--- config.mk ---
export PLATFORM = sky130hd
export DESIGN_NAME = flow_subtable
export DESIGN_NICKNAME = d
export VERILOG_FILES = /design/src/verilog/ft_types_pkg.sv /design/src/verilog/flow_subtable.sv
export SDC_FILE = /design/constraint.sdc
export NUM_CORES = 2
export LEC_CHECK = 0
export BUFFER_PORTS_ARGS = -buffer_cell sky130_fd_sc_hd__buf_2
export CORE_AREA = 2 2 357 359
export CTS_BUF_LIST = sky130_fd_sc_hd__clkbuf_4 sky130_fd_sc_hd__clkbuf_8
export DETAILED_ROUTE_END_ITERATION = 10
export DIE_AREA = 0 0 359 361
export PLACE_DENSITY = 0.83
export SKIP_CTS_REPAIR_TIMING = 1
export SYNTH_ARGS = -nofsm -noshare
export SYNTH_HDL_FRONTEND = slang
export SYNTH_SLANG_ARGS = --single-unit
--- constraint.sdc ---
create_clock -name clk -period 17.25 [get_ports clk]
set_clock_uncertainty 0.05 [all_clocks]
set_input_delay 0 -clock clk [delete_from_list [all_inputs] [get_ports clk]]
set_output_delay 0 -clock clk [all_outputs]
set_load 0.005 [all_outputs]
--- src/verilog/ft_types_pkg.sv ---
`default_nettype none

package ft_types_pkg;

    localparam int NUM_WAYS = 4;

    // Odd, so the ways land on different slots.
    localparam int HASH_STRIDE = 5;

    typedef logic [95:0] tuple_t;
    typedef logic [7:0]  queue_id_t;
    typedef logic [15:0] pkt_len_t;
    typedef logic [31:0] hash_t;

    // Queue id of a packet that missed every way.
    localparam queue_id_t DROP_QUEUE = '1;

    typedef struct packed {
        logic      valid;
        tuple_t    tuple;
        queue_id_t queue_id;
    } flow_entry_t;

    typedef struct packed {
        tuple_t    tuple;
        queue_id_t queue_id;
        pkt_len_t  pkt_len;
    } pkt_meta_t;

    // XOR fold into awidth-bit chunks and add a per-way offset.
    function automatic hash_t way_index(tuple_t tuple, int way, int awidth);
        hash_t fold;
        hash_t mask;
        fold = '0;
        mask = (hash_t'(1) << awidth) - hash_t'(1);
        for (int i = 0; i < $bits(tuple_t); i++) begin
            fold[i % awidth] = fold[i % awidth] ^ tuple[i];
        end
        return (fold + hash_t'(way * HASH_STRIDE)) & mask;
    endfunction

endpackage

`default_nettype wire

--- src/verilog/flow_subtable.sv ---
`timescale 1ns/10ps
`default_nettype none

module flow_subtable import ft_types_pkg::*; #(
    parameter int AWIDTH = 4
) (
    input  logic              clk,
    input  logic              rst,
    input  logic [AWIDTH-1:0] a_addr,
    input  logic              a_en,
    output flow_entry_t       a_entry,
    input  logic [AWIDTH-1:0] b_addr,
    input  logic              b_rd,
    input  logic              b_wr,
    input  flow_entry_t       b_data,
    output flow_entry_t       b_entry
);

    localparam int DEPTH = 1 << AWIDTH;

    tuple_t           tuple_mem [DEPTH];
    queue_id_t        queue_mem [DEPTH];
    logic [DEPTH-1:0] valid_q;

    // Reset empties every slot of the way.
    always_ff @(posedge clk) begin
        if (rst) begin
            valid_q <= '0;
        end else if (b_wr) begin
            valid_q[b_addr] <= b_data.valid;
        end
    end

    always_ff @(posedge clk) begin
        if (b_wr) begin
            tuple_mem[b_addr] <= b_data.tuple;
            queue_mem[b_addr] <= b_data.queue_id;
        end
    end

    // Lookup port, read only.
    always_ff @(posedge clk) begin
        if (a_en) begin
            a_entry.valid    <= valid_q[a_addr];
            a_entry.tuple    <= tuple_mem[a_addr];
            a_entry.queue_id <= queue_mem[a_addr];
        end
    end

    // Placement port.
    always_ff @(posedge clk) begin
        if (b_rd) begin
            b_entry.valid    <= valid_q[b_addr];
            b_entry.tuple    <= tuple_mem[b_addr];
            b_entry.queue_id <= queue_mem[b_addr];
        end
    end

endmodule

`default_nettype wire

==> impl_results.md <==
- Metal-1 WL: slightly above 70,000 um
- Met3 WL post-DR: ~27,000 um
- Starting Density: 0.648
- Largest net degree at the start of global routing: roughly 140
- Pre-CTS setup slack: about 12 ns
- Most common cell after layout, fill and taps aside: edfxtp_1
- Post-Synthesis Cells: between 3,000 and 4,000
- Leading area contributor after synthesis: edfxtp_1
- Core area: between 100,000 and 150,000 um2
- F_max: just over 200 MHz
- Synth top area cells: edfxtp_1 69%, mux4_2 23%, a22oi_1 3.9%
- Share of layout cells above drive strength 1: 0.371
- GRT Total Usage: 0.325
- Die height: between 300 and 400 um
- Endpoints failing setup: 0
- Syn Nets: about 3,900
- Worst-margin pin slew: approximately 1.3 ns
- First-pass DRT Iterations: 8
- Number of port buffers: 327
- Worst path arrival time: roughly 5.5 ns
- Outcome: finished with violations
- Netlist Area Pre-Place: approximately 80,000 um2
- CP max FO: 51
- CTS sink count: 1,890
- Wire per inst: 34.0 um
- CTS tree: done
- Worst hold slack: -0.000985 ns
- Hold-critical path depth: 2
- Filler Cell Count: roughly 7,000
- Clk buf depth: 4
- CP Launch Type: primary input
- Die Wd: between 300 and 400 um
- Worst Setup Path Type: in -> reg
- Synthesis-to-finish area growth: 13.9%
- Reg2reg start: tuple_mem[11][75]
- DR vias: 46,063
- Final GP Congestion: slightly below 0.8
- Setup crit end kind: flip-flop
- First-pass GRT wire length: just over 300,000 um
- Yosys reg bits: 1,890
- Hold crit path type: in -> reg
- Maximum capacitance violations: 0
- Root buffer cell: clkbuf_8
- Setup TNS: 0 ns
- Tmin final: roughly 4.9 ns
- Number of CTS-inserted buffers: between 300 and 400
- Worst slew margin: 0.132
- Reg2Reg Depth: 3
- Clk Latency, worst-skew pair: 1.00 ns
- Leak: about 30 nW
- Pwr dens: around 110 nW/um2
- Synthesis Warnings: 0
- Placed insts: approximately 5,500
- Critical Path RT: 17.89 ns
- Final Net Count: between 4,000 and 5,000
- Peak supply drop: between 0.00008 and 0.00009 V
- Reg-to-reg slack, setup: 15.57 ns
- HPWL Detailed: between 100,000 and 150,000 um
- Rows: 130
- Post-synth top area share: 0.692
- Most frequent cells in the layout: 1,874 x edfxtp_1, 840 x mux4_2, 420 x a22oi_1
- Number of global-route vias before repair: about 46,000
- Critical Path Source: b_addr[0]
- Io pins: about 330
- Max H-tree Level: 5
- Mean Syn Cell Area: between 20 and 25 um2
- Remaining antenna violation count: 0
- Final Hold Vio Count: 1
- Clock Pin Slew Worst Setup and Hold Paths: ~0.06 ns
- Hold wc startpoint: b_data[10]
- DR iter-0 viols: between 7,000 and 8,000
- Min-Delay Endpoint: tuple_mem[0][2]
- Final core occ: 0.739
- Final period util: 0.283
- RSZ-0062 raised after global routing: false
- Die area: between 100,000 and 150,000 um2
- GR Overflow Total: 0
- Finished Layout Cells: around 6,300
- DR top layer: met5
- Sequential area share after synthesis: 0.696
- Initial antenna violation count: 20
- DR vias/cell: about 7.4
- Failing checks: negative hold slack
- Synth cell types: 23
- Detailed-route DRC error count: 0
- Slew Viols, Final: 0
- Worst r2r dst: b_entry[83]
- Met2 wire len: about 110,000 um
- WL final: between 200,000 and 250,000 um
- Post-route setup slack: roughly 12 ns
-- power breakdown --
part	total (W)	switching, W	leakage [nW]	internal (W)
Clock	0.00376	0.00171	3.06	0.00204
Combinational	0.000765	0.000425	9.87	0.000340
Sequential	0.00526	0.0000634	17.3	0.00520
-- synthesized netlist by cell type --
cell type,number
nor3b_1,1
buf_2,47
and3_1,1
and3b_1,2
edfxtp_1,1874
nor2_1,18
clkbuf_1,112
o21ai_0,16
or3b_2,1
nand2b_1,2
nand3b_1,2
nor2b_1,4
and2_1,2
mux4_2,840
buf_1,62
a21oi_1,16
or2_2,1
nand3_1,17
buf_6,6
buf_4,65
dfxtp_1,16
nand2_1,211
a22oi_1,420
-- cells by family after synthesis --
| kind of cell | share of synthesized area |
|---|---|
| AO/OA/AOI/OAI | 0.0407 |
| buffers and inverters | 0.0178 |
| flip-flops | 0.696 |
| multiplexers | 0.233 |
| AND/OR/NAND/NOR | 0.0130 |
-- through the flow --
| stage | instance area, um2 | power, W |
|---|---|---|
| 2_1_floorplan | 81300 | 0.00578 |
| 3_3_place_gp | 84500 | 0.00604 |
| 3_5_place_dp | 84500 | 0.00606 |
| 4_1_cts | 90300 | 0.00976 |
| 5_1_grt | 92600 | 0.0101 |
| 6_report | 92600 | 0.00978 |
-- cell type report --
| type | instances | area [um2] | share of cell area |
|---|---|---|---|
| Antenna cell | 12 | 30.0 | 0.000324 |
| Clock buffer | 405 | 5050 | 0.0545 |
| Clock inverter | 119 | 753 | 0.00813 |
| Multi-Input combinational cell | 1554 | 23500 | 0.253 |
| Sequential cell | 1890 | 56600 | 0.611 |
| Tap cell | 1650 | 2060 | 0.0223 |
| Timing Repair Buffer | 630 | 4680 | 0.0505 |
-- registers in the layout (all words and copies together) (netlist names) --
| signal | cells |
|---|---|
| a_entry | 105 |
| b_entry | 105 |
| queue_mem | 128 |
| tuple_mem | 1536 |
| valid_q | 16 |
-- layer usage --
layer  track usage  up-vias
met3        0.0756      667
li1              -    17816
met2         0.518     3893
met5             0        -
met1         0.441    23669
met4         0.138       18
-- worst max-delay path, stage by stage --
cell	delay, ns
dlygate4sd3_1	0.56
buf_8	0.41
buf_4	0.81
buf_4	0.80
buf_4	0.94
buf_4	0.93
mux4_2	0.62
a22oi_1	0.23
nand2_1	0.09
-- worst max-delay path by stage --
| stage | slack (ns) | end | depth (start not counted) |
|---|---|---|---|
| after floorplan | 11.41 | queue_mem[4][0] | 5 |
| after global placement | 11.86 | b_entry[58] | 8 |
| after detailed placement | 11.78 | b_entry[40] | 8 |
| after CTS | 12.79 | b_entry[44] | 8 |
| after global routing | 11.76 | b_entry[44] | 9 |
| final | 12.38 | b_entry[44] | 9 |
Power figures use the tool's default switching activity.
