## src/verilog/ft_types_pkg.sv

```systemverilog
`default_nettype none

package ft_types_pkg;

    localparam int NUM_WAYS = 4;

    // Odd, so the ways land on different slots.
    localparam int HASH_STRIDE = 5;

    typedef logic [95:0] tuple_t;
    typedef logic [7:0]  queue_id_t;
    typedef logic [15:0] pkt_len_t;
    typedef logic [31:0] hash_t;

    // Queue id of a packet that missed every way.
    localparam queue_id_t DROP_QUEUE = '1;

    typedef struct packed {
        logic      valid;
        tuple_t    tuple;
        queue_id_t queue_id;
    } flow_entry_t;

    typedef struct packed {
        tuple_t    tuple;
        queue_id_t queue_id;
        pkt_len_t  pkt_len;
    } pkt_meta_t;

    // XOR fold into awidth-bit chunks and add a per-way offset.
    function automatic hash_t way_index(tuple_t tuple, int way, int awidth);
        hash_t fold;
        hash_t mask;
        fold = '0;
        mask = (hash_t'(1) << awidth) - hash_t'(1);
        for (int i = 0; i < $bits(tuple_t); i++) begin
            fold[i % awidth] = fold[i % awidth] ^ tuple[i];
        end
        return (fold + hash_t'(way * HASH_STRIDE)) & mask;
    endfunction

endpackage

`default_nettype wire

```

## src/verilog/ft_ctrl_pkg.sv

```systemverilog
`default_nettype none

package ft_ctrl_pkg;

    import ft_types_pkg::*;

    typedef struct packed {
        tuple_t    tuple;
        queue_id_t queue_id;
    } flow_rule_t;

    typedef enum logic [1:0] {
        PLACE_UPDATED,
        PLACE_INSERTED,
        PLACE_TABLE_FULL
    } place_status_t;

    typedef enum logic [2:0] {
        P_IDLE,
        P_READ,
        P_WAIT,
        P_DECIDE,
        P_WRITE,
        P_ACK
    } place_state_t;

endpackage

`default_nettype wire

```

## src/verilog/flow_placer.sv

```systemverilog
`timescale 1ns/10ps
`default_nettype none

module flow_placer import ft_types_pkg::*, ft_ctrl_pkg::*; #(
    parameter int AWIDTH = 4
) (
    input  logic                clk,
    input  logic                rst,
    input  logic                ctrl_req,
    input  flow_rule_t          ctrl_rule,
    output logic                ctrl_ack,
    output place_status_t       ctrl_status,
    output logic [31:0]         eviction_cnt,
    output logic [AWIDTH-1:0]   wr_addr [NUM_WAYS],
    output logic [NUM_WAYS-1:0] wr_rd,
    output logic [NUM_WAYS-1:0] wr_en,
    output flow_entry_t         wr_data,
    input  flow_entry_t         wr_entry [NUM_WAYS]
);

    place_state_t        state;
    flow_rule_t          rule_q;
    hash_t               way_hash [NUM_WAYS];
    logic [NUM_WAYS-1:0] hit;
    logic [NUM_WAYS-1:0] empty;
    logic [NUM_WAYS-1:0] hit_q;
    logic [NUM_WAYS-1:0] empty_q;
    logic [NUM_WAYS-1:0] sel_q;
    place_status_t       status_q;

    for (genvar w = 0; w < NUM_WAYS; w++) begin : g_way
        assign way_hash[w] = way_index(rule_q.tuple, w, AWIDTH);
        assign wr_addr[w]  = way_hash[w][AWIDTH-1:0];
        assign hit[w]      = wr_entry[w].valid && (wr_entry[w].tuple == rule_q.tuple);
        assign empty[w]    = !wr_entry[w].valid;
    end

    assign ctrl_ack    = (state == P_ACK);
    assign ctrl_status = status_q;
    assign wr_rd       = {NUM_WAYS{state == P_READ}};
    assign wr_en       = (state == P_WRITE) ? sel_q : '0;
    assign wr_data     = '{valid: 1'b1, tuple: rule_q.tuple, queue_id: rule_q.queue_id};

    always_ff @(posedge clk) begin
        if (rst) begin
            state        <= P_IDLE;
            eviction_cnt <= '0;
        end else begin
            case (state)
                P_IDLE: begin
                    if (ctrl_req) begin
                        state <= P_READ;
                    end
                end
                P_READ: state <= P_WAIT;
                P_WAIT: state <= P_DECIDE;
                P_DECIDE: state <= P_WRITE;
                P_WRITE: begin
                    // Refusals are counted and nothing is evicted.
                    if (status_q == PLACE_TABLE_FULL) begin
                        eviction_cnt <= eviction_cnt + 32'd1;
                    end
                    state <= P_ACK;
                end
                P_ACK: begin
                    if (!ctrl_req) begin
                        state <= P_IDLE;
                    end
                end
                default: state <= P_IDLE;
            endcase
        end
    end

    always_ff @(posedge clk) begin
        case (state)
            P_IDLE: rule_q <= ctrl_rule;
            P_WAIT: begin
                hit_q   <= hit;
                empty_q <= empty;
            end
            // Update beats insert and the lowest way wins.
            P_DECIDE: begin
                if (|hit_q) begin
                    sel_q    <= hit_q & (~hit_q + NUM_WAYS'(1));
                    status_q <= PLACE_UPDATED;
                end else if (|empty_q) begin
                    sel_q    <= empty_q & (~empty_q + NUM_WAYS'(1));
                    status_q <= PLACE_INSERTED;
                end else begin
                    sel_q    <= '0;
                    status_q <= PLACE_TABLE_FULL;
                end
            end
            default: ;
        endcase
    end

endmodule

`default_nettype wire

```

## config.mk

```make
export PLATFORM = sky130hd
export DESIGN_NAME = flow_placer
export DESIGN_NICKNAME = d
export VERILOG_FILES = /design/src/verilog/ft_types_pkg.sv /design/src/verilog/ft_ctrl_pkg.sv /design/src/verilog/flow_placer.sv
export SDC_FILE = /design/constraint.sdc
export NUM_CORES = 1
export LEC_CHECK = 0
export ABC_AREA = 1
export BUFFER_PORTS_ARGS = -buffer_cell sky130_fd_sc_hd__buf_2
export CELL_PAD_IN_SITES_DETAIL_PLACEMENT = 0
export CELL_PAD_IN_SITES_GLOBAL_PLACEMENT = 1
export CORE_AREA = 10 10 257 259
export CTS_BUF_LIST = sky130_fd_sc_hd__clkbuf_2
export DETAILED_ROUTE_END_ITERATION = 8
export DIE_AREA = 0 0 267 269
export PLACE_DENSITY = 0.59
export SETUP_SLACK_MARGIN = 0.02
export SYNTH_ARGS = -nofsm -noshare
export SYNTH_HDL_FRONTEND = slang
export SYNTH_SLANG_ARGS = --single-unit
```

## constraint.sdc

```tcl
create_clock -name clk -period 26.2 [get_ports clk]
set_clock_uncertainty 0.05 [all_clocks]
set_input_delay 2.62 -clock clk [delete_from_list [all_inputs] [get_ports clk]]
set_output_delay 2.62 -clock clk [all_outputs]
set_load 0.01 [all_outputs]
```

==> results.md, run 1 <==
- Reg clk slew, reported paths: 0.32 ns
- Compound-Gate Fraction of Synth Area: 17.2%
- HP Start: eviction_cnt[7]$_SDFFE_PP0P_
- Reg-to-Reg End: hit_q[2]$_DFFE_PP_
- Hold Path End: eviction_cnt[7]$_SDFFE_PP0P_
- Yosys synthesis warning count: 0
- Pins Over Slew Limit: 0
- Number of flops mapped to enable cells by yosys: 118
- Worst-margin pin slew: 1.20 ns
- Flops & latches, synth: 153
- Lkg Pwr: 7.59 nW
- Clock buffer count from CTS: 17
- Mux cell area share after synthesis: 0%
- Tcrit/Tclk final: 25.4%
- Largest family of logic cells by synthesized area: simple AND/OR/NAND/NOR gates
- Outcome: finished clean
- Avg WL per Cell: 31.4 µm
- Die area: 71800 µm²
- Clock sinks: 153
- Worst setup EP type: output port
- Placer Congestion: 0.954
- CP max FO: 8
- Worst R2R Start: wr_data[75]$_DFFE_PP_
- Power per standard cell area: 64.2 nW/µm²
- Post-cts resize count: 0
- Sequential area share after synthesis: 36.3%
- CTS H-tree depth: 4
- Core Footprint: 61000 µm²
- Post-synth top area share: 30.3%
- Minimum clock period: 6.66 ns
- Grt ovf: 0
- Post-route ant nets: 0
- Initial antenna violation count: 77
- Vias per cell: 4.91
- Gate Count Post-Synth: 1574
- Hold Buf Count CTS: 0
- Post-Syn Area: 11700 µm²
- R2R depth: 7
- Fraction of the mapped netlist area in adder cells: 0.428%
- Min-Delay Path Depth: 2
- Tot GR Track Use: 25.9%
- Worst-case clock buffer depth: 2
- Cells after DPL: 3003
- Final Net Count: 2763
- Main synth FF type: edfxtp_1
- Worst vdd ir: 0.0369 mV
- Root Buffer: clkbuf_2
- Hold Fails Final Rpt: 0
- IO Port Bufs: 657
- Post-synth top area cell: edfxtp_1
- DRC: 0
- Ys async rst share: 0%
- Post-DP HPWL: 84.6 mm
- Synthesized Nets: 2105
- Die X: 267 µm
- Setup violators final: 0
- Crit path required time: 23.53 ns
- Num ports: 691
- Number of global-route vias before repair: 15200
- Crit Path Class: flop to output port
- Layout Area Growth over Synthesis: 38.9%
- XOR/XNOR Fraction of Synth Area: 10.4%
- Final non-filler cell total: 3073
- Crit start category: flop
- Largest net degree at the start of global routing: 59
- Post-route setup TNS: 0 ns
- Synth area leaders: edfxtp_1 30%, nand2_1 13%, xnor2_1 6.5%
- TritonCTS clock tree: yes
- Worst R2R Setup Slack: 22.59 ns
- Std cell rows: 91
- Hold Crit Class: flop to flop
- Via count: 15100
- Critical path arrival: 3.99 ns
- Worst-skew pair later-pin latency: 1.11 ns
- Average cell area after synthesis: 7.43 µm²
- Die span in y: 269 µm
- DR pass1 iterations: 7
- Fmax: 150 MHz
- Max-cap viol count: 0
- First-pass GRT wire length: 126 mm
- Unrepaired setup endpoints after global routing: false
- Layout cells sized above 1: 33.6%
- Initial DRC Count: 1252
- Setup bufs post-CTS: 0
- Post-synthesis simple-gate area fraction: 28.3%
- Slew headroom: 19.2%
- WL final: 96.6 mm
- Netlist cell types: 49
- Fill count: 6928
- Starting Density: 19.2%
## cell families after synthesis
| group | Yosys count |
|---|---|
| flip-flops | 153 |
| adder cells (fa/ha/maj) | 4 |
| AO/OA/AOI/OAI | 321 |
| XOR/XNOR | 139 |
| buffers and inverters | 215 |
| AND/OR/NAND/NOR | 741 |
| other | 1 |
## registers in the layout, indices dropped and copies added, names as in the netlist
| signal | cells |
|---|---|
| ctrl_status | 2 |
| empty_q | 4 |
| hit_q | 4 |
| sel_q | 4 |
| eviction_cnt | 32 |
| wr_data | 104 |
| state | 3 |
## layout by cell type (no fill, tap or decap), types with 4 or more instances in the layout
cell / instances
a21oi_1: 20
buf_4: 9
nand2_2: 4
clkbuf_2: 18
a22o_1: 42
a221oi_1: 19
or2_2: 22
nand3b_1: 8
buf_2: 657
inv_1: 171
o21a_1: 5
xnor2_1: 87
o2111ai_1: 7
o21ai_0: 142
nand4_1: 33
dfxtp_1: 35
edfxtp_1: 118
nor3_1: 23
nand3_1: 53
o22ai_1: 62
inv_2: 14
diode_2: 38
nor4_1: 48
clkinv_2: 5
nor2_1: 121
xor2_1: 52
a22oi_1: 5
nand2_1: 409
ha_1: 4
a211oi_1: 13
## worst max-delay path by stage
| stage | from | to | slack [ns] | cells past startpoint |
|---|---|---|---|---|
| after detailed placement | wr_data[89]$_DFFE_PP_ | wr_addr[3] | 20.76 | 20 |
| final | wr_data[89]$_DFFE_PP_ | wr_addr[3] | 19.54 | 20 |
| after global routing | wr_data[89]$_DFFE_PP_ | wr_addr[3] | 19.19 | 20 |
| after CTS | wr_data[89]$_DFFE_PP_ | wr_addr[3] | 19.39 | 20 |
| after floorplan | state[2]$_SDFFE_PP0P_ | state[0]$_SDFFE_PP0P_ | 17.51 | 2 |
| after global placement | wr_data[89]$_DFFE_PP_ | wr_addr[3] | 20.80 | 20 |
## report_power, final
group / switching, W / internal [W] / leakage [nW] / total (W)
clock: 0.000113 / 0.0000551 / 0.158 / 0.000168
sequential: 0.0000534 / 0.000297 / 1.44 / 0.000351
combinational: 0.000344 / 0.000181 / 5.99 / 0.000525
## stage by stage
step / util, % / instance area, µm² / hold WS, ns / total power, W / worst slack (ns)
2_1_floorplan: - / 11700 / 0.457 / 0.000623 / 17.51
3_3_place_gp: 26.0 / 15900 / 0.444 / 0.000880 / 20.80
3_5_place_dp: 26.0 / 15900 / 0.449 / 0.000886 / 20.76
4_1_cts: 26.5 / 16200 / 0.478 / 0.00106 / 19.39
5_1_grt: 26.5 / 16200 / 0.519 / 0.00111 / 19.19
6_report: 26.6 / 16300 / 0.481 / 0.00104 / 19.54
## Yosys cell counts (3+ instances only)
cell type / count
nor4_1: 48
dfxtp_1: 35
a22o_1: 42
xor2_1: 52
xnor2_1: 87
buf_2: 13
a21oi_1: 20
nand4_1: 33
inv_2: 14
edfxtp_1: 118
inv_1: 171
a22oi_1: 5
a221oi_1: 19
o21ai_0: 142
buf_4: 9
nand2_2: 4
nand2_4: 3
o21a_1: 5
nand2_1: 409
o22ai_1: 62
ha_1: 4
nand3b_1: 8
a211oi_1: 13
nor3_1: 24
nand3_1: 53
o2111ai_1: 7
nor2_1: 121
nor2_2: 3
or2_2: 22
## per-layer routing
metal,vias up,GRT usage [%],wire (µm)
met5,-,0,364
met4,58,8.23,2590
met3,168,8.22,8520
met2,778,45.8,48200
met1,7287,29.3,37000
li1,6792,-,-
## worst max-delay path, cell delays in order (launching register included)
cell and delay (ns):
edfxtp_1 0.65, inv_1 0.40, nand2_1 0.12, nand2_1 0.08
nand2_1 0.06, nand2_1 0.06, nand2_1 0.05, nand2_1 0.07
inv_1 0.04, nand2_1 0.07, nand2_1 0.16, inv_1 0.09
nand2_1 0.06, nand2_2 0.25, inv_2 0.08, ha_1 0.20
nand3_1 0.10, nand2_1 0.07, nand2_1 0.05, nand2_1 0.04
buf_2 0.13
## layout make-up
| class | instances | area (µm²) | share of cell area, % |
|---|---|---|---|
| multi-input combinational | 1206 | 6600 | 40.6 |
| sequential | 153 | 4240 | 26.1 |
| timing repair buffer | 666 | 3360 | 20.6 |
| tap | 790 | 988 | 6.08 |
| inverter | 188 | 707 | 4.35 |
| clock inverter | 14 | 174 | 1.07 |
| antenna | 38 | 95.1 | 0.585 |
| clock buffer | 18 | 90.1 | 0.554 |
Note: power is estimated with default switching activity, not from simulation.
==> inputs of run 2 (changes only) <==
--- a/config.mk
+++ b/config.mk
@@ -5,15 +5,15 @@
 export SDC_FILE = /design/constraint.sdc
 export NUM_CORES = 1
 export LEC_CHECK = 0
-export ABC_AREA = 1
+export ABC_AREA = 0
 export BUFFER_PORTS_ARGS = -buffer_cell sky130_fd_sc_hd__buf_2
 export CELL_PAD_IN_SITES_DETAIL_PLACEMENT = 0
 export CELL_PAD_IN_SITES_GLOBAL_PLACEMENT = 1
-export CORE_AREA = 10 10 257 259
+export CORE_AREA = 10 10 261 263
 export CTS_BUF_LIST = sky130_fd_sc_hd__clkbuf_2
 export DETAILED_ROUTE_END_ITERATION = 8
-export DIE_AREA = 0 0 267 269
-export PLACE_DENSITY = 0.59
+export DIE_AREA = 0 0 271 273
+export PLACE_DENSITY = 0.53
 export SETUP_SLACK_MARGIN = 0.02
 export SYNTH_ARGS = -nofsm -noshare
 export SYNTH_HDL_FRONTEND = slang
==> constraint.sdc (replaced) <==
create_clock -name clk -period 6.7 [get_ports clk]
set_clock_uncertainty 0.05 [all_clocks]
set_input_delay 0.67 -clock clk [delete_from_list [all_inputs] [get_ports clk]]
set_output_delay 0.67 -clock clk [all_outputs]
set_load 0.01 [all_outputs]
==> run 2 against run 1 <==
Worst hold slack worse by 0.31 ns. Register-to-register slack worse by 20 ns. Synthesized area is 5.4% lower. Clock-buffer cell count stayed put. Sequential power grew to 4.4 times the previous value. Critical path type unchanged. Design area is 2.5% higher. Largest cell class unchanged.
==> results.md, run 2 <==
- CP max FO: 9 (was 8)
- Unrepaired setup endpoints after global routing: false (unchanged)
- Slew headroom: 29.3% (was 19.2%)
- Flops & latches, synth: 153 (unchanged)
- Initial DRC Count: 1025 (was 1252)
- Slowest stage cell, crit path: xnor3_1 (was edfxtp_1)
- Power per standard cell area: 348 nW/µm² (was 64.2 nW/µm²)
- Yosys synthesis warning count: 0 (unchanged)
- Max reg flops: 104 (unchanged)
- Core Footprint: 62700 µm² (was 61000 µm²)
- CTS H-tree depth: 4 (unchanged)
- DR pass1 iterations: 5 (was 7)
- Crit path cell chain: xnor2_1, xnor2_1, xnor2_1, xnor3_1, inv_1, ha_1, a211oi_2, xor2_1, buf_2 (was inv_1, nand2_1, nand2_1, nand2_1, nand2_1, nand2_1, nand2_1, inv_1, nand2_1, nand2_1, inv_1, nand2_1, nand2_2, inv_2, ha_1, nand3_1, nand2_1, nand2_1, nand2_1, buf_2)
- Cell with the most instances after synthesis: xnor2_1 (was nand2_1)
- Outcome: finished clean (unchanged)
- CP max stage delay: 0.72 ns (was 0.65 ns)
- Buffers & Inverters on Critical Path: 2 (was 5)
- Post-route setup TNS: 0 ns (unchanged)
- Netlist cell types: 61 (was 49)
- Average cell area after synthesis: 9.91 µm² (was 7.43 µm²)
- Lkg Pwr: 7.19 nW (was 7.59 nW)
- Number of flops mapped to enable cells by yosys: 118 (unchanged)
- Crit path required time: 5.98 ns (was 23.53 ns)
- Post-Syn Area: 11100 µm² (was 11700 µm²)
- Initial antenna violation count: 68 (was 77)
- Post-route ant nets: 0 (unchanged)
- Setup violators final: 0 (unchanged)
- Avg WL per Cell: 34.1 µm (was 31.4 µm)
- Worst-margin pin slew: 1.05 ns (was 1.20 ns)
- Pins Over Slew Limit: 0 (unchanged)
- Worst vdd ir: 0.425 mV (was 0.0369 mV)
- Via count: 12600 (was 15100)
- Ys async rst share: 0% (unchanged)
- CP dominant cell by count: xnor2_1 (was nand2_1)
- Fmax: 204 MHz
- WL final: 93.5 mm (was 96.6 mm)
- TritonCTS clock tree: yes (unchanged)
- Setup bufs post-CTS: 0 (unchanged)
- Tcrit/Tclk final: 73.1%
- Worst-skew pair later-pin latency: 1.07 ns (was 1.11 ns)
- IO Port Bufs: 657 (unchanged)
- DRC: 0 (unchanged)
- Cell area after placement: 15300 µm² (was 15900 µm²)
- Die span in y: 273 µm (was 269 µm)
- Placer Congestion: 0.916 (was 0.954)
- Vias per cell: 4.59 (was 4.91)
- Synth top cells by count: 202 x xnor2_1, 146 x xor2_1, 118 x edfxtp_1 (was 409 x nand2_1, 171 x inv_1, 142 x o21ai_0)
- Post-synth top area cell: edfxtp_1 (unchanged)
- Crit Path Class: flop to output port (unchanged)
- Num ports: 691 (unchanged)
- Clock sinks: 153 (unchanged)
- Die X: 271 µm (was 267 µm)
- Max-cap viol count: 0 (unchanged)
- Grt ovf: 0 (unchanged)
- Leading cell types in the layout, fill and taps excluded: 657 x buf_2, 202 x xnor2_1, 146 x xor2_1, 118 x edfxtp_1, 117 x inv_1 (was 657 x buf_2, 409 x nand2_1, 171 x inv_1, 142 x o21ai_0, 121 x nor2_1)
- Clock buffer count from CTS: 17 (unchanged)
- Hold Fails Final Rpt: 0 (unchanged)
- Largest net degree at the start of global routing: 64 (was 59)
- Post-synth top area share: 32.0% (was 30.3%)
- Critical path arrival: 4.18 ns (was 3.99 ns)
- Starting Density: 17.6% (was 19.2%)
- Synth area leaders: edfxtp_1 32%, xnor2_1 16%, xor2_1 12% (was edfxtp_1 30%, nand2_1 13%, xnor2_1 6.5%)
- Layout cells sized above 1: 39.6% (was 33.6%)
- First-pass GRT wire length: 122 mm (was 126 mm)
- Number of global-route vias before repair: 13400 (was 15200)
- Critical path's top delay family: XOR/XNOR gates (was simple AND/OR/NAND/NOR gates)
- Sequential area share after synthesis: 38.3% (was 36.3%)
- Fill count: 6916 (was 6928)
- Hold Crit Class: input pin to flop (was flop to flop)
- Commonest non-fill, non-tap cell in the layout: buf_2 (unchanged)
- Tot GR Track Use: 24.5% (was 25.9%)
- Post-cts resize count: 0 (unchanged)
- Post-layout util: 26.5% (was 26.6%)
- Reg clk slew, reported paths: 0.26 ns (was 0.32 ns)
- Crit start category: flop (unchanged)
- Std cell rows: 92 (was 91)
- Die area: 74000 µm² (was 71800 µm²)
- Worst-case clock buffer depth: 2 (unchanged)
- Main synth FF type: edfxtp_1 (unchanged)
- Design area: 16700 µm² (was 16300 µm²)
- Worst setup EP type: output port (unchanged)
- Synthesized Nets: 1648 (was 2105)
- Gate Count Post-Synth: 1117 (was 1574)
- Minimum clock period: 4.90 ns
- Layout Area Growth over Synthesis: 50.5% (was 38.9%)
- Post-DP HPWL: 80.2 mm (was 84.6 mm)
- Final Net Count: 2393 (was 2763)
- Root Buffer: clkbuf_2 (unchanged)
[run 2: cell types whose count changed after synthesis, sizes merged, moves of 20 or more]
cell	before	now
a22o	42	13
or2	22	0
xnor2	87	206
nand3	53	16
xor2	52	147
buf	23	43
o2bb2ai	0	26
nor2	127	49
inv	185	117
o21ai	142	5
clkbuf	4	32
nand2	416	16
[run 2: what timing repair did]
item | 4_1_cts | 5_1_grt
setup endpoints to repair | 0 | 0
hold buffers | 110 | 0
hold endpoints to repair | 139 | 0
[run 2: worst register-to-register path: cells and delay by family (launching register included)]
family           cells  cell delay [ns]
AO/OA/AOI/OAI        2             0.86
XOR/XNOR             1             0.30
flip-flops           1             0.85
AND/OR/NAND/NOR      3             1.42
[run 2: layout make-up]
cell class              count  area [µm²]  area share [%]
multi-input cells         772        6000            36.0
clock buffers              18        90.1           0.541
inverters                 117         439            2.64
flip-flops and latches    153        4240            25.5
repair buffers            801        4640            27.9
clock inverters            14         118           0.706
well taps                 846        1060            6.36
diodes                     24        60.1           0.361
[run 2: per-stage QoR]
| stage | instances | power [W] | setup WS (ns) | hold slack [ns] |
|---|---|---|---|---|
| after global placement | 2579 | 0.00525 | 2.90 | 0.428 |
| after CTS | 2721 | 0.00588 | 1.59 | 0.0219 |
| after detailed placement | 2579 | 0.00523 | 2.85 | 0.446 |
| final | 2745 | 0.00580 | 1.80 | 0.173 |
| after global routing | 2734 | 0.00608 | 1.52 | 0.0894 |
| after floorplan | 1117 | 0.00342 | 1.66 | 0.454 |
[run 2: routing by layer]
layer | track usage, % | wire (µm)
met3 | 7.34 | 7630
met2 | 42.2 | 45400
met5 | 0 | 229
met1 | 28.7 | 37700
met4 | 7.57 | 2620
[run 2: cell families after synthesis]
family                   count (synthesis)  synth area share [%]
XOR/XNOR                               357                  29.2
AND/OR/NAND/NOR                        240                  12.6
buffers and inverters                  192                  7.61
AO/OA/AOI/OAI                          170                  11.7
flip-flops                             153                  38.3
adder cells (fa/ha/maj)                  4                 0.452
other                                    1                0.0339
[run 2: final timing paths]
kind	startpoint	to	slack [ns]	depth (start not counted)
setup / recovery	wr_data[13]$_DFFE_PP_	wr_addr[3]	1.80	9
hold / removal	wr_entry[400]	hit_q[0]$_DFFE_PP_	0.17	5
setup reg to reg	wr_data[84]$_DFFE_PP_	hit_q[0]$_DFFE_PP_	3.09	6
hold reg to reg	eviction_cnt[1]$_SDFFE_PP0P_	eviction_cnt[1]$_SDFFE_PP0P_	0.47	2
[run 2: power breakdown]
part           internal [W]  switching (W)
sequential          0.00118       0.000357
clock              0.000110       0.000456
combinational       0.00150        0.00219
==> inputs of run 3 (changes only) <==
--- a/config.mk
+++ b/config.mk
@@ -9,11 +9,11 @@
 export BUFFER_PORTS_ARGS = -buffer_cell sky130_fd_sc_hd__buf_2
 export CELL_PAD_IN_SITES_DETAIL_PLACEMENT = 0
 export CELL_PAD_IN_SITES_GLOBAL_PLACEMENT = 1
-export CORE_AREA = 10 10 261 263
+export CORE_AREA = 10 10 259 261
 export CTS_BUF_LIST = sky130_fd_sc_hd__clkbuf_2
 export DETAILED_ROUTE_END_ITERATION = 8
-export DIE_AREA = 0 0 271 273
-export PLACE_DENSITY = 0.53
+export DIE_AREA = 0 0 269 271
+export PLACE_DENSITY = 0.56
 export SETUP_SLACK_MARGIN = 0.02
 export SYNTH_ARGS = -nofsm -noshare
 export SYNTH_HDL_FRONTEND = slang
==> constraint.sdc (replaced) <==
create_clock -name clk -period 4.07 [get_ports clk]
set_clock_uncertainty 0.05 [all_clocks]
set_input_delay 0.407 -clock clk [delete_from_list [all_inputs] [get_ports clk]]
set_output_delay 0.407 -clock clk [all_outputs]
set_load 0.01 [all_outputs]
==> run 3 against run 2 <==
Die area is 1.5% lower. First-iteration DRC count is 0.20% higher. Clock-buffer cell count is 1 lower. Combinational power is 97% higher. Worst hold slack worse by 0.0098 ns. Design area is 13% higher. Highest routed layer unchanged.
==> results.md, run 3 (synthesis results as in run 2) <==
- Pins Over Slew Limit: 0 (unchanged)
- Largest net degree at the start of global routing: 105 (was 64)
- Avg WL per Cell: 32.6 µm (was 34.1 µm)
- Slew headroom: 21.9% (was 29.3%)
- Initial DRC Count: 1027 (was 1025)
- Reg clk slew, reported paths: 0.34 ns (was 0.26 ns)
- Die X: 269 µm (was 271 µm)
- Crit start category: flop (unchanged)
- Root Buffer: clkbuf_2 (unchanged)
- Leading cell types in the layout, fill and taps excluded: 656 x buf_2, 243 x dlygate4sd3_1, 195 x xnor2_1, 145 x xor2_1, 118 x edfxtp_1 (was 657 x buf_2, 202 x xnor2_1, 146 x xor2_1, 118 x edfxtp_1, 117 x inv_1)
- Worst-case clock buffer depth: 2 (unchanged)
- Layout Area Growth over Synthesis: 69.9% (was 50.5%)
- CTS H-tree depth: 4 (unchanged)
- Setup violators final: 0 (unchanged)
- Worst setup EP type: output port (unchanged)
- Met1 usage: 29.2% (was 28.7%)
- Critical path arrival: 3.58 ns (was 4.18 ns)
- Lkg Pwr: 8.22 nW (was 7.19 nW)
- CP max stage delay: 0.66 ns (was 0.72 ns)
- Die area: 72900 µm² (was 74000 µm²)
- Tcrit/Tclk final: 99.3%
- Fmax: 247 MHz
- Outcome: finished clean (unchanged)
- Starting Density: 18.0% (was 17.6%)
- Worst-skew pair later-pin latency: 1.07 ns (about the same)
- Post-layout util: 30.5% (was 26.5%)
- Commonest non-fill, non-tap cell in the layout: buf_2 (unchanged)
- Grt met3 use: 6.91% (was 7.34%)
- DRC: 0 (unchanged)
- Worst-margin pin slew: 1.17 ns (was 1.05 ns)
- CP max FO: 5 (was 9)
- Core Footprint: 61600 µm² (was 62700 µm²)
- TritonCTS clock tree: yes (unchanged)
- Initial antenna violation count: 69 (was 68)
- Crit Path Class: flop to output port (unchanged)
- Via count: 13500 (was 12600)
- Hold Fails Final Rpt: 0 (unchanged)
- Grt ovf: 0 (unchanged)
- Vias per cell: 4.54 (was 4.59)
- IO Port Bufs: 657 (unchanged)
- Minimum clock period: 4.04 ns
- Slowest stage cell, crit path: edfxtp_1 (was xnor3_1)
- DR pass1 iterations: 5 (unchanged)
- Unrepaired setup endpoints after global routing: true (was false)
- Final Net Count: 2609 (was 2393)
- Number of global-route vias before repair: 14200 (was 13400)
- Std cell rows: 91 (was 92)
- First-pass GRT wire length: 125 mm (was 122 mm)
- PnR Total Power: 0.0107 W (was 0.00580 W)
- Worst vdd ir: 1.10 mV (was 0.425 mV)
- Power per standard cell area: 567 nW/µm² (was 348 nW/µm²)
- Max reg flops: 104 (unchanged)
- Gr busiest metal: met2 (unchanged)
- Layout cells sized above 1: 40.3% (was 39.6%)
- Post-DP HPWL: 81.0 mm (was 80.2 mm)
- Crit path required time: 3.61 ns (was 5.98 ns)
- WL final: 96.6 mm (was 93.5 mm)
- Placer Congestion: 0.976 (was 0.916)
- Met2 usage: 44.2% (was 42.2%)
- Clock buffer count from CTS: 17 (unchanged)
- Crit path cell chain: xnor2_2, xnor2_1, xnor2_1, xnor3_2, buf_4, a211oi_2, xor2_1, buf_2 (was xnor2_1, xnor2_1, xnor2_1, xnor3_1, inv_1, ha_1, a211oi_2, xor2_1, buf_2)
- CP dominant cell by count: xnor2_1 (unchanged)
- Hold Crit Class: input pin to flop (unchanged)
- Tot GR Track Use: 25.6% (was 24.5%)
- Clock sinks: 153 (unchanged)
- Post-route ant nets: 0 (unchanged)
- Die span in y: 271 µm (was 273 µm)
- Num ports: 691 (unchanged)
- Max-cap viol count: 0 (unchanged)
- Fill count: 6689 (was 6916)
run 3: layer usage:
layer | vias up | wire, µm
met5 | - | 179
met1 | 6638 | 37100
met4 | 30 | 4170
li1 | 5944 | -
met3 | 151 | 8030
met2 | 707 | 47200
run 3: worst paths after layout:
check | cells past startpoint | startpoint | slack [ns] | end
worst max-delay path | 8 | wr_data[26]$_DFFE_PP_ | 0.03 | wr_addr[3]
worst min-delay path | 3 | wr_entry[209] | 0.16 | empty_q[2]$_DFFE_PP_
worst max register to register | 9 | wr_data[30]$_DFFE_PP_ | 0.20 | hit_q[2]$_DFFE_PP_
worst min register to register | 2 | eviction_cnt[1]$_SDFFE_PP0P_ | 0.47 | eviction_cnt[1]$_SDFFE_PP0P_
run 3: metrics by stage:
stage | area [µm²] | setup TNS (ns) | hold slack [ns] | setup slack, ns | std cells
final | 18800 | 0 | 0.163 | 0.0289 | 2964
after global routing | 18800 | -0.483 | 0.0633 | -0.123 | 2949
after CTS | 18400 | -0.112 | 0.0148 | -0.0749 | 2891
after detailed placement | 15500 | 0 | 0.436 | 0.926 | 2597
after global placement | 15500 | 0 | 0.428 | 0.863 | 2597
after floorplan | 11100 | 0 | 0.454 | 0.657 | 1117
run 3: area by class of cell:
| class | count | area (µm²) | share of cell area, % |
|---|---|---|---|
| inverter | 117 | 439 | 2.34 |
| antenna | 36 | 90.1 | 0.479 |
| tap | 837 | 1050 | 5.57 |
| multi-input combinational | 772 | 6100 | 32.4 |
| clock inverter | 15 | 175 | 0.932 |
| sequential | 153 | 4240 | 22.6 |
| clock buffer | 17 | 85.1 | 0.453 |
| timing repair buffer | 1017 | 6620 | 35.2 |
run 3: timing repair:
action,CTS,global route
gates resized for setup,12,9
setup buffers,19,37
pin swaps,2,11
endpoints found under the hold margin,147,0
endpoints found under the setup margin,10,6
hold buffers,243,0
run 3: where the power goes:
part	internal, W	total (W)	switching (W)
clock network	0.000266	0.00106	0.000798
logic	0.00326	0.00726	0.00400
registers	0.00195	0.00233	0.000383
total	0.00547	0.0107	0.00519
run 3: worst max-delay path, delay by kind of cell (launching register included):
kind	cells	cell delay, ns
flip-flops	1	0.66
AO/OA/AOI/OAI	1	0.21
XOR/XNOR	5	1.32
buffers and inverters	2	0.33
